<file path="config.mk">
export PLATFORM = sky130hd
export DESIGN_NAME = GbcMapper
export DESIGN_NICKNAME = d
export VERILOG_FILES = /design/src/hw/MapperPkg.sv /design/src/hw/MapperIfs.sv /design/src/hw/MapperConfig.sv /design/src/hw/BankRegisters.sv /design/src/hw/AddressTranslate.sv /design/src/hw/BusRouter.sv /design/src/hw/GbcMapper.sv
export SDC_FILE = /design/constraint.sdc
export NUM_CORES = 1
export LEC_CHECK = 0
export BUFFER_PORTS_ARGS = -buffer_cell sky130_fd_sc_hd__buf_4
export CAP_MARGIN = 0
export CORE_MARGIN = 2
export CORE_UTILIZATION = 48
export DETAILED_ROUTE_END_ITERATION = 8
export GPL_ROUTABILITY_DRIVEN = 0
export PLACE_DENSITY = 0.76
export SLEW_MARGIN = 40
export SYNTH_ARGS = -nofsm -noshare
export SYNTH_HDL_FRONTEND = slang
export SYNTH_SLANG_ARGS = --single-unit
</file>
<file path="constraint.sdc">
create_clock -name SysCon -period 3.75 [get_ports SysCon]
set_input_delay 0.1875 -clock SysCon [delete_from_list [all_inputs] [get_ports SysCon]]
set_output_delay 0.1875 -clock SysCon [all_outputs]
set_load 0.05 [all_outputs]
</file>
<file path="src/hw/MapperPkg.sv">
package MapperPkg;

    // ============================================================
    // Host bus and backend port widths
    // ============================================================
    localparam int HostAddrWidth = 16;
    localparam int DataWidth = 8;
    // Up to 512 ROM banks of 16 KiB and 16 RAM banks of 8 KiB
    localparam int RomBankWidth = 9;
    localparam int RamBankWidth = 4;
    localparam int RomAddrWidth = 23;
    localparam int RamAddrWidth = 17;
    localparam int RomOffsetWidth = 14;
    localparam int RamOffsetWidth = 13;
    // Pending backend acknowledges, tops out at all ones
    localparam int OutstandingWidth = 5;

    // ============================================================
    // Boot configuration page at $FExx
    // ============================================================
    localparam logic [7:0] ConfigPage = 8'hFE;
    localparam logic [7:0] CfgKindOffset = 8'hA0;
    localparam logic [7:0] CfgRomMaskLoOffset = 8'hA3;
    localparam logic [7:0] CfgRomMaskHiOffset = 8'hA4;
    localparam logic [7:0] CfgRamMaskOffset = 8'hA5;
    localparam logic [7:0] CfgFeaturesOffset = 8'hA6;
    // Nonzero here freezes the page until reset
    localparam logic [7:0] CfgLockOffset = 8'h50;

    // Low nibble that turns cartridge RAM on
    localparam logic [3:0] RamEnableKey = 4'hA;
    // Returned by register reads and unmapped space
    localparam logic [DataWidth-1:0] OpenBusData = 8'hFF;

    typedef enum logic [2:0] {
        MapRom = 3'd0,
        MapMbc1 = 3'd1,
        MapMbc2 = 3'd2,
        MapMbc3 = 3'd3,
        MapMbc5 = 3'd4
    } MapperKind;

endpackage

</file>
<file path="src/hw/MapperIfs.sv">
`timescale 1ns/1ps

// Register write strobes, one cycle wide, from the bus router
interface RegWriteIf
    import MapperPkg::*;
();
    logic cfgWrite;
    logic bankWrite;
    logic [HostAddrWidth-1:0] addr;
    logic [DataWidth-1:0] data;

    modport source (output cfgWrite, bankWrite, addr, data);
    modport sink (input cfgWrite, bankWrite, addr, data);
endinterface

// Cartridge description, fixed once the boot code locks it
interface ConfigIf
    import MapperPkg::*;
();
    MapperKind kind;
    logic [RomBankWidth-1:0] romMask;
    logic [RamBankWidth-1:0] ramMask;
    logic hasRam;

    modport source (output kind, romMask, ramMask, hasRam);
    modport reader (input kind, romMask, ramMask, hasRam);
endinterface

// Live MBC register state
interface BankStateIf
    import MapperPkg::*;
();
    logic [RomBankWidth-1:0] romBankId;
    logic [RamBankWidth-1:0] ramBankId;
    logic bankingMode;
    logic ramEnabled;

    modport source (output romBankId, ramBankId, bankingMode, ramEnabled);
    modport reader (input romBankId, ramBankId, bankingMode, ramEnabled);
endinterface

</file>
<file path="src/hw/MapperConfig.sv">
`timescale 1ns/1ps

module MapperConfig
    import MapperPkg::*;
(
    input logic SysCon,
    input logic rst,
    RegWriteIf.sink regs,
    ConfigIf.source cfg
);
    MapperKind kind;
    logic [RomBankWidth-1:0] romMask;
    logic [RamBankWidth-1:0] ramMask;
    logic hasRam;
    logic locked;

    // Defaults expose a plain 32 KiB ROM so boot code can read the header
    always_ff @(posedge SysCon)
    begin
        if (rst)
        begin
            kind <= MapRom;
            romMask <= '1;
            ramMask <= '1;
            hasRam <= 1'b0;
            locked <= 1'b0;
        end
        else if (regs.cfgWrite && !locked)
        begin
            // Router already matched the $FE page, decode the low byte only
            case (regs.addr[7:0])
                CfgKindOffset:
                    kind <= MapperKind'(regs.data[2:0]);
                CfgRomMaskLoOffset:
                    romMask[7:0] <= regs.data;
                CfgRomMaskHiOffset:
                    romMask[8] <= regs.data[0];
                CfgRamMaskOffset:
                    ramMask <= regs.data[RamBankWidth-1:0];
                CfgFeaturesOffset:
                    hasRam <= regs.data[0];
                CfgLockOffset:
                    locked <= (regs.data != '0);
                default:
                    locked <= locked;
            endcase
        end
    end

    assign cfg.kind = kind;
    assign cfg.romMask = romMask;
    assign cfg.ramMask = ramMask;
    assign cfg.hasRam = hasRam;

    // Cartridge description frozen for the rest of the session
    assert property (@(posedge SysCon) disable iff (rst)
        locked |=> $stable({cfg.kind, cfg.romMask, cfg.ramMask, cfg.hasRam}))
    else $error("Configuration page changed while locked");

endmodule

</file>
<file path="src/hw/BankRegisters.sv">
`timescale 1ns/1ps

module BankRegisters
    import MapperPkg::*;
(
    input logic SysCon,
    input logic rst,
    RegWriteIf.sink regs,
    ConfigIf.reader cfg,
    BankStateIf.source bank
);
    logic [RomBankWidth-1:0] romBankId;
    logic [RamBankWidth-1:0] ramBankId;
    logic bankingMode;
    logic ramEnabled;
    // Low bank byte after masking, then with the bank-0 fixup
    logic [7:0] maskedLow;
    logic [7:0] lowBits;
    // MBC5 upper half of the $2000 window holds bank bit 8
    logic highWrite;
    logic keyMatch;

    assign maskedLow = regs.data & cfg.romMask[7:0];
    // Only MBC5 may map bank 0 into the upper window
    assign lowBits = (maskedLow == '0 && cfg.kind != MapMbc5) ? 8'd1 : maskedLow;
    assign highWrite = (cfg.kind == MapMbc5) && regs.addr[12];
    assign keyMatch = (regs.data[3:0] == RamEnableKey);

    always_ff @(posedge SysCon)
    begin
        if (rst)
        begin
            romBankId <= 9'd1;
            ramBankId <= '0;
            bankingMode <= 1'b0;
            ramEnabled <= 1'b0;
        end
        // Plain ROM carts have no registers
        else if (regs.bankWrite && cfg.kind != MapRom)
        begin
            if (cfg.kind == MapMbc2 && !regs.addr[14])
            begin
                // MBC2 splits all of $0000-$3FFF on address bit 8
                if (regs.addr[8])
                    romBankId[7:0] <= lowBits;
                else
                    ramEnabled <= keyMatch;
            end
            else
            begin
                // Address bits 14-13 pick one of four 8 KiB register windows
                case (regs.addr[14:13])
                    2'b00:
                        ramEnabled <= keyMatch;
                    2'b01:
                        if (highWrite)
                            romBankId[8] <= regs.data[0] & cfg.romMask[8];
                        else
                            romBankId[7:0] <= lowBits;
                    2'b10:
                        ramBankId <= regs.data[RamBankWidth-1:0];
                    default:
                        bankingMode <= regs.data[0];
                endcase
            end
        end
    end

    assign bank.romBankId = romBankId;
    assign bank.ramBankId = ramBankId;
    assign bank.bankingMode = bankingMode;
    assign bank.ramEnabled = ramEnabled;

    // Upper window never falls back onto bank 0 outside MBC5
    assert property (@(posedge SysCon) disable iff (rst)
        (cfg.kind != MapMbc5) |-> (romBankId != '0))
    else $error("ROM bank 0 selected on a mapper that forbids it");

endmodule

</file>
<file path="src/hw/AddressTranslate.sv">
`timescale 1ns/1ps

module AddressTranslate
    import MapperPkg::*;
(
    input logic [HostAddrWidth-1:0] addr,
    ConfigIf.reader cfg,
    BankStateIf.reader bank,
    output logic [RomAddrWidth-1:0] romAddr,
    output logic [RamAddrWidth-1:0] ramAddr,
    output logic ramAllowed
);
    logic [RomBankWidth-1:0] upperBank;
    logic [RomBankWidth-1:0] lowerBank;
    logic [RamBankWidth-1:0] ramBank;
    // MBC1 mode 1 on a 1 MiB or larger image
    logic mbc1Large;

    assign mbc1Large = bank.bankingMode && cfg.romMask[5];

    always_comb
    begin
        // Plain ROM layout, banks 0 and 1 fixed
        upperBank = 9'd1;
        lowerBank = '0;
        ramBank = bank.ramBankId & cfg.ramMask;
        case (cfg.kind)
            MapMbc1:
            begin
                upperBank = {4'b0000, bank.romBankId[4:0] & cfg.romMask[4:0]};
                // Secondary 2-bit register drives bank bits 6-5 in both windows
                if (mbc1Large)
                begin
                    upperBank[6:5] = bank.ramBankId[1:0];
                    lowerBank[6:5] = bank.ramBankId[1:0];
                end
                // RAM banking only in mode 1 on small ROMs
                if (!bank.bankingMode || cfg.romMask[5])
                    ramBank = '0;
            end
            MapMbc2, MapMbc3, MapMbc5:
                upperBank = bank.romBankId & cfg.romMask;
            default:
                upperBank = 9'd1;
        endcase
    end

    // Address bit 14 picks the switchable $4000-$7FFF window
    assign romAddr = {addr[14] ? upperBank : lowerBank, addr[RomOffsetWidth-1:0]};
    assign ramAddr = {ramBank, addr[RamOffsetWidth-1:0]};
    assign ramAllowed = bank.ramEnabled && cfg.hasRam;

endmodule

</file>
<file path="src/hw/BusRouter.sv">
`timescale 1ns/1ps

module BusRouter
    import MapperPkg::*;
(
    input logic SysCon,
    input logic rst,
    // Host side
    input logic cyc,
    input logic stb,
    input logic we,
    input logic [HostAddrWidth-1:0] addr,
    input logic [DataWidth-1:0] datIn,
    output logic stall,
    output logic ack,
    output logic [DataWidth-1:0] datOut,
    // ROM image port, read only
    output logic romCyc,
    output logic romStb,
    output logic [RomAddrWidth-1:0] romAddr,
    input logic romStall,
    input logic romAck,
    input logic [DataWidth-1:0] romDat,
    // Cartridge RAM port
    output logic ramCyc,
    output logic ramStb,
    output logic ramWe,
    output logic [RamAddrWidth-1:0] ramAddr,
    output logic [DataWidth-1:0] ramDatOut,
    input logic ramStall,
    input logic ramAck,
    input logic [DataWidth-1:0] ramDat,
    // Translated addresses for the current host request
    input logic [RomAddrWidth-1:0] mappedRomAddr,
    input logic [RamAddrWidth-1:0] mappedRamAddr,
    input logic ramAllowed,
    RegWriteIf.source regs
);
    logic isRomRead;
    logic isBankWrite;
    logic isCfgWrite;
    logic isRamAccess;
    logic isInternal;
    logic backendStall;
    logic switchStall;
    logic accept;
    logic issue;
    logic retire;
    logic romAckIn;
    logic ramAckIn;
    logic [OutstandingWidth-1:0] pending;
    logic pendingBusy;
    // Backend that owns the pending acknowledges
    logic curRam;
    logic intAck;

    // ============================================================
    // Request classification
    // ============================================================
    assign isRomRead = !addr[15] && !we;
    assign isBankWrite = !addr[15] && we;
    assign isCfgWrite = (addr[15:8] == ConfigPage) && we;
    // Disabled RAM falls through to the open-bus path
    assign isRamAccess = (addr[15:13] == 3'b101) && ramAllowed;
    assign isInternal = !isRomRead && !isRamAccess;

    // ============================================================
    // Stall and acceptance
    // ============================================================
    assign pendingBusy = (pending != '0);
    // Held downstream request still waiting on the backend
    assign backendStall = isRamAccess ? (ramStb && ramStall) : (romStb && romStall);
    // Internal replies and backend switches wait for all pending acks
    assign switchStall = pendingBusy && (isInternal || (curRam != isRamAccess));
    assign stall = switchStall || (!isInternal && (backendStall || (&pending)));

    assign accept = cyc && stb && !stall;
    assign issue = accept && !isInternal;
    assign romAckIn = romAck && romCyc;
    assign ramAckIn = ramAck && ramCyc;
    assign retire = romAckIn || ramAckIn;

    // Pending acknowledge counter
    always_ff @(posedge SysCon)
    begin
        if (rst)
            pending <= '0;
        else
        begin
            case ({issue, retire})
                2'b10:
                    pending <= pending + 1'b1;
                2'b01:
                    pending <= pending - 1'b1;
                default:
                    pending <= pending;
            endcase
        end
    end

    // Downstream strobes, dropped once the backend takes the request
    always_ff @(posedge SysCon)
    begin
        if (rst)
        begin
            romStb <= 1'b0;
            ramStb <= 1'b0;
            curRam <= 1'b0;
        end
        else
        begin
            if (romStb && !romStall)
                romStb <= 1'b0;
            if (ramStb && !ramStall)
                ramStb <= 1'b0;
            if (issue)
            begin
                romStb <= !isRamAccess;
                ramStb <= isRamAccess;
                curRam <= isRamAccess;
            end
        end
    end

    // Request payloads
    always_ff @(posedge SysCon)
    begin
        if (issue && !isRamAccess)
            romAddr <= mappedRomAddr;
        if (issue && isRamAccess)
        begin
            ramAddr <= mappedRamAddr;
            ramWe <= we;
            ramDatOut <= datIn;
        end
        if (accept && isInternal)
        begin
            regs.addr <= addr;
            regs.data <= datIn;
        end
    end

    // Internal path, acknowledged one cycle after acceptance
    always_ff @(posedge SysCon)
    begin
        if (rst)
        begin
            intAck <= 1'b0;
            regs.cfgWrite <= 1'b0;
            regs.bankWrite <= 1'b0;
        end
        else
        begin
            intAck <= accept && isInternal;
            regs.cfgWrite <= accept && isCfgWrite;
            regs.bankWrite <= accept && isBankWrite;
        end
    end

    // Cycle stays open until the owning backend has answered everything
    assign romCyc = romStb || (pendingBusy && !curRam);
    assign ramCyc = ramStb || (pendingBusy && curRam);

    // Backend acks pass straight through to the host
    assign ack = intAck || retire;
    assign datOut = romAckIn ? romDat : (ramAckIn ? ramDat : OpenBusData);

    assert property (@(posedge SysCon) disable iff (rst) !(romCyc && ramCyc))
    else $error("ROM and RAM cycles open together");

    // Every backend ack must match an issued request
    assert property (@(posedge SysCon) disable iff (rst) retire |-> pendingBusy)
    else $error("Backend acknowledge with no request outstanding");

endmodule

</file>
<file path="src/hw/GbcMapper.sv">
`timescale 1ns/1ps

module GbcMapper
    import MapperPkg::*;
(
    input logic SysCon,
    input logic rst,
    // Host bus
    input logic cyc,
    input logic stb,
    input logic we,
    input logic [HostAddrWidth-1:0] addr,
    input logic [DataWidth-1:0] datIn,
    output logic stall,
    output logic ack,
    output logic [DataWidth-1:0] datOut,
    // ROM image
    output logic romCyc,
    output logic romStb,
    output logic [RomAddrWidth-1:0] romAddr,
    input logic romStall,
    input logic romAck,
    input logic [DataWidth-1:0] romDat,
    // Cartridge RAM
    output logic ramCyc,
    output logic ramStb,
    output logic ramWe,
    output logic [RamAddrWidth-1:0] ramAddr,
    output logic [DataWidth-1:0] ramDatOut,
    input logic ramStall,
    input logic ramAck,
    input logic [DataWidth-1:0] ramDat
);
    // Combinational translation of the live host address
    logic [RomAddrWidth-1:0] mappedRomAddr;
    logic [RamAddrWidth-1:0] mappedRamAddr;
    logic ramAllowed;

    RegWriteIf regWrite();
    ConfigIf cfgBus();
    BankStateIf bankState();

    BusRouter router (
        .SysCon(SysCon), .rst(rst),
        .cyc(cyc), .stb(stb), .we(we), .addr(addr), .datIn(datIn),
        .stall(stall), .ack(ack), .datOut(datOut),
        .romCyc(romCyc), .romStb(romStb), .romAddr(romAddr),
        .romStall(romStall), .romAck(romAck), .romDat(romDat),
        .ramCyc(ramCyc), .ramStb(ramStb), .ramWe(ramWe), .ramAddr(ramAddr),
        .ramDatOut(ramDatOut), .ramStall(ramStall), .ramAck(ramAck), .ramDat(ramDat),
        .mappedRomAddr(mappedRomAddr), .mappedRamAddr(mappedRamAddr),
        .ramAllowed(ramAllowed), .regs(regWrite)
    );

    MapperConfig cfgPage (.SysCon(SysCon), .rst(rst), .regs(regWrite), .cfg(cfgBus));

    BankRegisters bankRegs (
        .SysCon(SysCon), .rst(rst), .regs(regWrite), .cfg(cfgBus), .bank(bankState)
    );

    AddressTranslate translate (
        .addr(addr), .cfg(cfgBus), .bank(bankState),
        .romAddr(mappedRomAddr), .ramAddr(mappedRamAddr), .ramAllowed(ramAllowed)
    );

endmodule

</file>
==> reports/metrics.csv <==
stage,metric,value,unit
placed_design,Post-DP Area,5460,sq um
logic_synthesis,Post-Synth XOR/XNOR Area,0.972,%
logic_synthesis,mux contribution to synthesized area,5.14,%
logic_synthesis,library cells used by synthesis,54,
critical_path,Critical Path End,router.pending[4],
finish,Finished Cell Area,6280,sq um
clock_tree,clk sink count,113,
finish,Sequential Area,2950,sq um
critical_path,R2R Path Start,router.pending[0],
finish,Fillers,641,
critical_path,CP Launch Type,register,
global_route,largest net degree at the start of global routing,32,
clock_tree,htree depth,4,
routing,DR iter-0 viols,243,
clock_tree,Clock transition at path regs,0.06,ns
timing,final hold violation count,0,
logic_synthesis,cell area after synthesis,4510,sq um
routing,routed via count,3421,
pwr,Pleak,2.49,nW
placed_design,number of port buffers,111,
logic_synthesis,Synth Net Count,410,
timing,Max Slew Vio Count,0,
routing,drt first pass iters,4,
critical_path,WP data required,4.19,ns
pwr,pwr dens,586,nW/um^2
timing,final setup fails,0,
clock_tree,CTS resizes,0,
finish,share of post-route cells with drive strength above 1,30.9,%
critical_path,Critical path origin,router.pending[0],
clock_tree,clock tree from TritonCTS,yes,
global_route,wire length of the first global-routing pass,16900,microns
global_route,global route hottest layer,met2,
global_route,vias in the first global route,3417,
critical_path,Worst Path Arrival,3.75,ns
logic_synthesis,leading area contributor after synthesis,edfxtp_1,
logic_synthesis,Yosys top cell area share,46.0,%
pwr,Worst VDD drop,490,uV
timing,worst clock skew,0.00659,ns
logic_synthesis,Synth Warn #,0,
floorplanning,die height,101,microns
floorplanning,die area,10200,sq um
logic_synthesis,"top cells by area, synth","edfxtp_1, dfxtp_1, mux2i_1, nand2_1, nor2_1",
floorplanning,Die X,101,microns
critical_path,crit-path max FO,7,
clock_tree,Clock Tree Root,clkbuf_8,
logic_synthesis,Synth Register Bits,113,
finish,Nets,554,
run,max_cap viols,0,
global_route,initial antenna violation count,0,
floorplanning,IO Count,112,
global_route,remaining global-route overflow,0,
finish,"Core Util, Final",68.6,%
logic_synthesis,Compound-Gate Fraction of Synth Area,10.2,%
finish,Syn-to-layout area delta,39.3,%
global_route,grt met2 use,37.7,%
logic_synthesis,Adder-Cell Fraction of Synth Area,0.833,%
routing,DRT antenna net count,0,
logic_synthesis,Syn Area/Cell,12.6,sq um
timing,TNS Setup,0,ns
critical_path,CP Class,reg2reg,
floorplanning,Initial Util,49.2,%
routing,routed vias/inst,5.46,
finish,n_diodes,0,
finish,multi-input gate area in the final layout,1490,sq um
global_route,routing usage on met3,6.24,%
critical_path,slack of the worst reg-to-reg path,0.43,ns
timing,Peak Freq,301,MHz
clock_tree,CTS Buffer Depth,2,
global_route,M1 GR Usage,26.1,%
timing,Tcrit/Tclk final,88.5,%
logic_synthesis,"FFs w/ async S/R, synth",0,%
timing,Max-Slew Margin vs Limit,54.4,%
logic_synthesis,"count leader, synth",edfxtp_1,
critical_path,Crit. End Element,register,
floorplanning,row cnt,35,
worst_hold_path,Hold WC Path Type,in2reg,
routing,DRC,0,
clock_tree,TritonCTS buffer count,17,
routing,routed wire length,10500,microns
logic_synthesis,Commonest cells post-synth,"edfxtp_1, dfxtp_1, nand2_1",
placed_design,Detailed Place HPWL,7230,microns
logic_synthesis,number of synthesized flops with an enable pin,69,
critical_path,FF-to-FF End,router.pending[4],
global_route,GRT Util Overall,21.8,%
logic_synthesis,synthesized netlist cell count,358,
logic_synthesis,top_reg_cell synth,edfxtp_1,
critical_path,cell count of the worst reg-to-reg path,12,
run_status,outcome,"complete, no violations",
logic_synthesis,combinational family with the most area after synthesis,simple AND/OR/NAND/NOR gates,
timing,RSZ-0062 raised after global routing,no,
floorplanning,Core ar.,9150,sq um
logic_synthesis,sequential area share after synthesis,65.5,%
logic_synthesis,Synth Area in Simple Gates,15.6,%
timing,Worst-Margin Slew,0.681,ns
routing,Wirelength per Cell,16.8,microns
timing,post-route minimum period,3.32,ns
clock_tree,Worst-Skew Late Latency,0.51,ns
==> registers in the layout (all words and copies together) (netlist names) <==
name / flops
router.regs.addr: 12
bankRegs.bank.romBankId: 9
router.ramDatOut: 8
cfgPage.cfg.romMask: 9
bankRegs.bank.ramEnabled: 1
cfgPage.cfg.hasRam: 1
router.intAck: 1
router.ramStb: 1
cfgPage.locked: 1
router.regs.cfgWrite: 1
router.romAddr: 23
router.ramWe: 1
router.pending: 5
router.romStb: 1
cfgPage.cfg.kind: 3
router.regs.data: 8
bankRegs.bank.ramBankId: 4
cfgPage.cfg.ramMask: 4
router.regs.bankWrite: 1
router.curRam: 1
bankRegs.bank.bankingMode: 1
router.ramAddr: 17
==> through the flow <==
stage          std cells  power (mW)  hold slack [ns]  worst slack (ns)
2_1_floorplan        358        1.94            0.260             0.137
3_3_place_gp         569        2.14            0.376             0.647
3_5_place_dp         569        2.17            0.376             0.464
4_1_cts              626        3.70           0.0422             0.449
5_1_grt              626        3.82           0.0629             0.216
6_report             626        3.68           0.0566             0.431
==> critical path: stages, from the launching register on <==
cell      delay (ns)
dfxtp_1         0.39
nor4_4          0.39
a211oi_1        0.15
a211o_1         0.37
a21o_1          0.24
ha_1            0.29
xor2_1          0.17
ha_1            0.20
a21oi_1         0.24
o22ai_1         0.13
a222oi_1        0.40
o21ai_0         0.15
a21oi_1         0.13
==> per-layer routing <==
metal / vias up / routed length, microns
met1: 1647 / 4360
met4: 0 / 143
met3: 11 / 627
li1: 1657 / -
met2: 106 / 5380
met5: - / 0
==> worst min-delay path by stage <==
stage | cells after the start | endpoint | start | slack (ns)
after CTS | 3 | router.romStb | romStall | 0.04
after global placement | 1 | router.ramDatOut[6] | datIn[6] | 0.38
after global routing | 2 | cfgPage.locked | rst | 0.06
final | 3 | router.romStb | romStall | 0.06
after detailed placement | 1 | router.ramDatOut[0] | datIn[0] | 0.38
after floorplan | 1 | router.regs.bankWrite | addr[15] | 0.26
==> cell usage in the layout, fill, tap and decap left out, types with 4 or more instances in the layout <==
master / instances
nand2b_1: 6
dfxtp_1: 44
nor2_1: 27
edfxtp_1: 69
buf_4: 114
nand3_1: 7
mux2i_1: 22
nand2_1: 30
nand4b_1: 4
clkinv_2: 4
dlygate4sd3_1: 25
clkbuf_16: 16
inv_6: 4
a21oi_1: 17
clkinv_4: 4
or3_1: 4
nand4_1: 10
nor3_1: 6
o22a_1: 8
o21ai_0: 15
inv_1: 6
and3_1: 7
==> layout make-up <==
class / count / share of cell area [%]
clock buffer: 17 / 6.60
multi-input combinational: 225 / 23.7
clock inverter: 15 / 2.51
timing repair buffer: 139 / 17.6
tap: 111 / 2.21
inverter: 6 / 0.359
sequential: 113 / 47.0
==> what timing repair did <==
item | CTS | global route
buffers inserted | 0 | 0
hold buffers | 25 | 0
hold endpoints to repair | 58 | 0
==> where the power goes <==
group	internal [mW]	switching [mW]	total (mW)
Combinational	0.268	0.461	0.729
Sequential	1.38	0.0637	1.44
Clock	0.949	0.563	1.51
==> cell families (layout without fill, tap and decap cells) <==
logic type,count (synthesis),after routing
buffers and inverters,20,177
flip-flops,113,113
AO/OA/AOI/OAI,68,68
adder cells (fa/ha/maj),3,3
XOR/XNOR,5,5
multiplexers,23,23
AND/OR/NAND/NOR,126,126
Note: power is estimated with default switching activity, not from simulation.
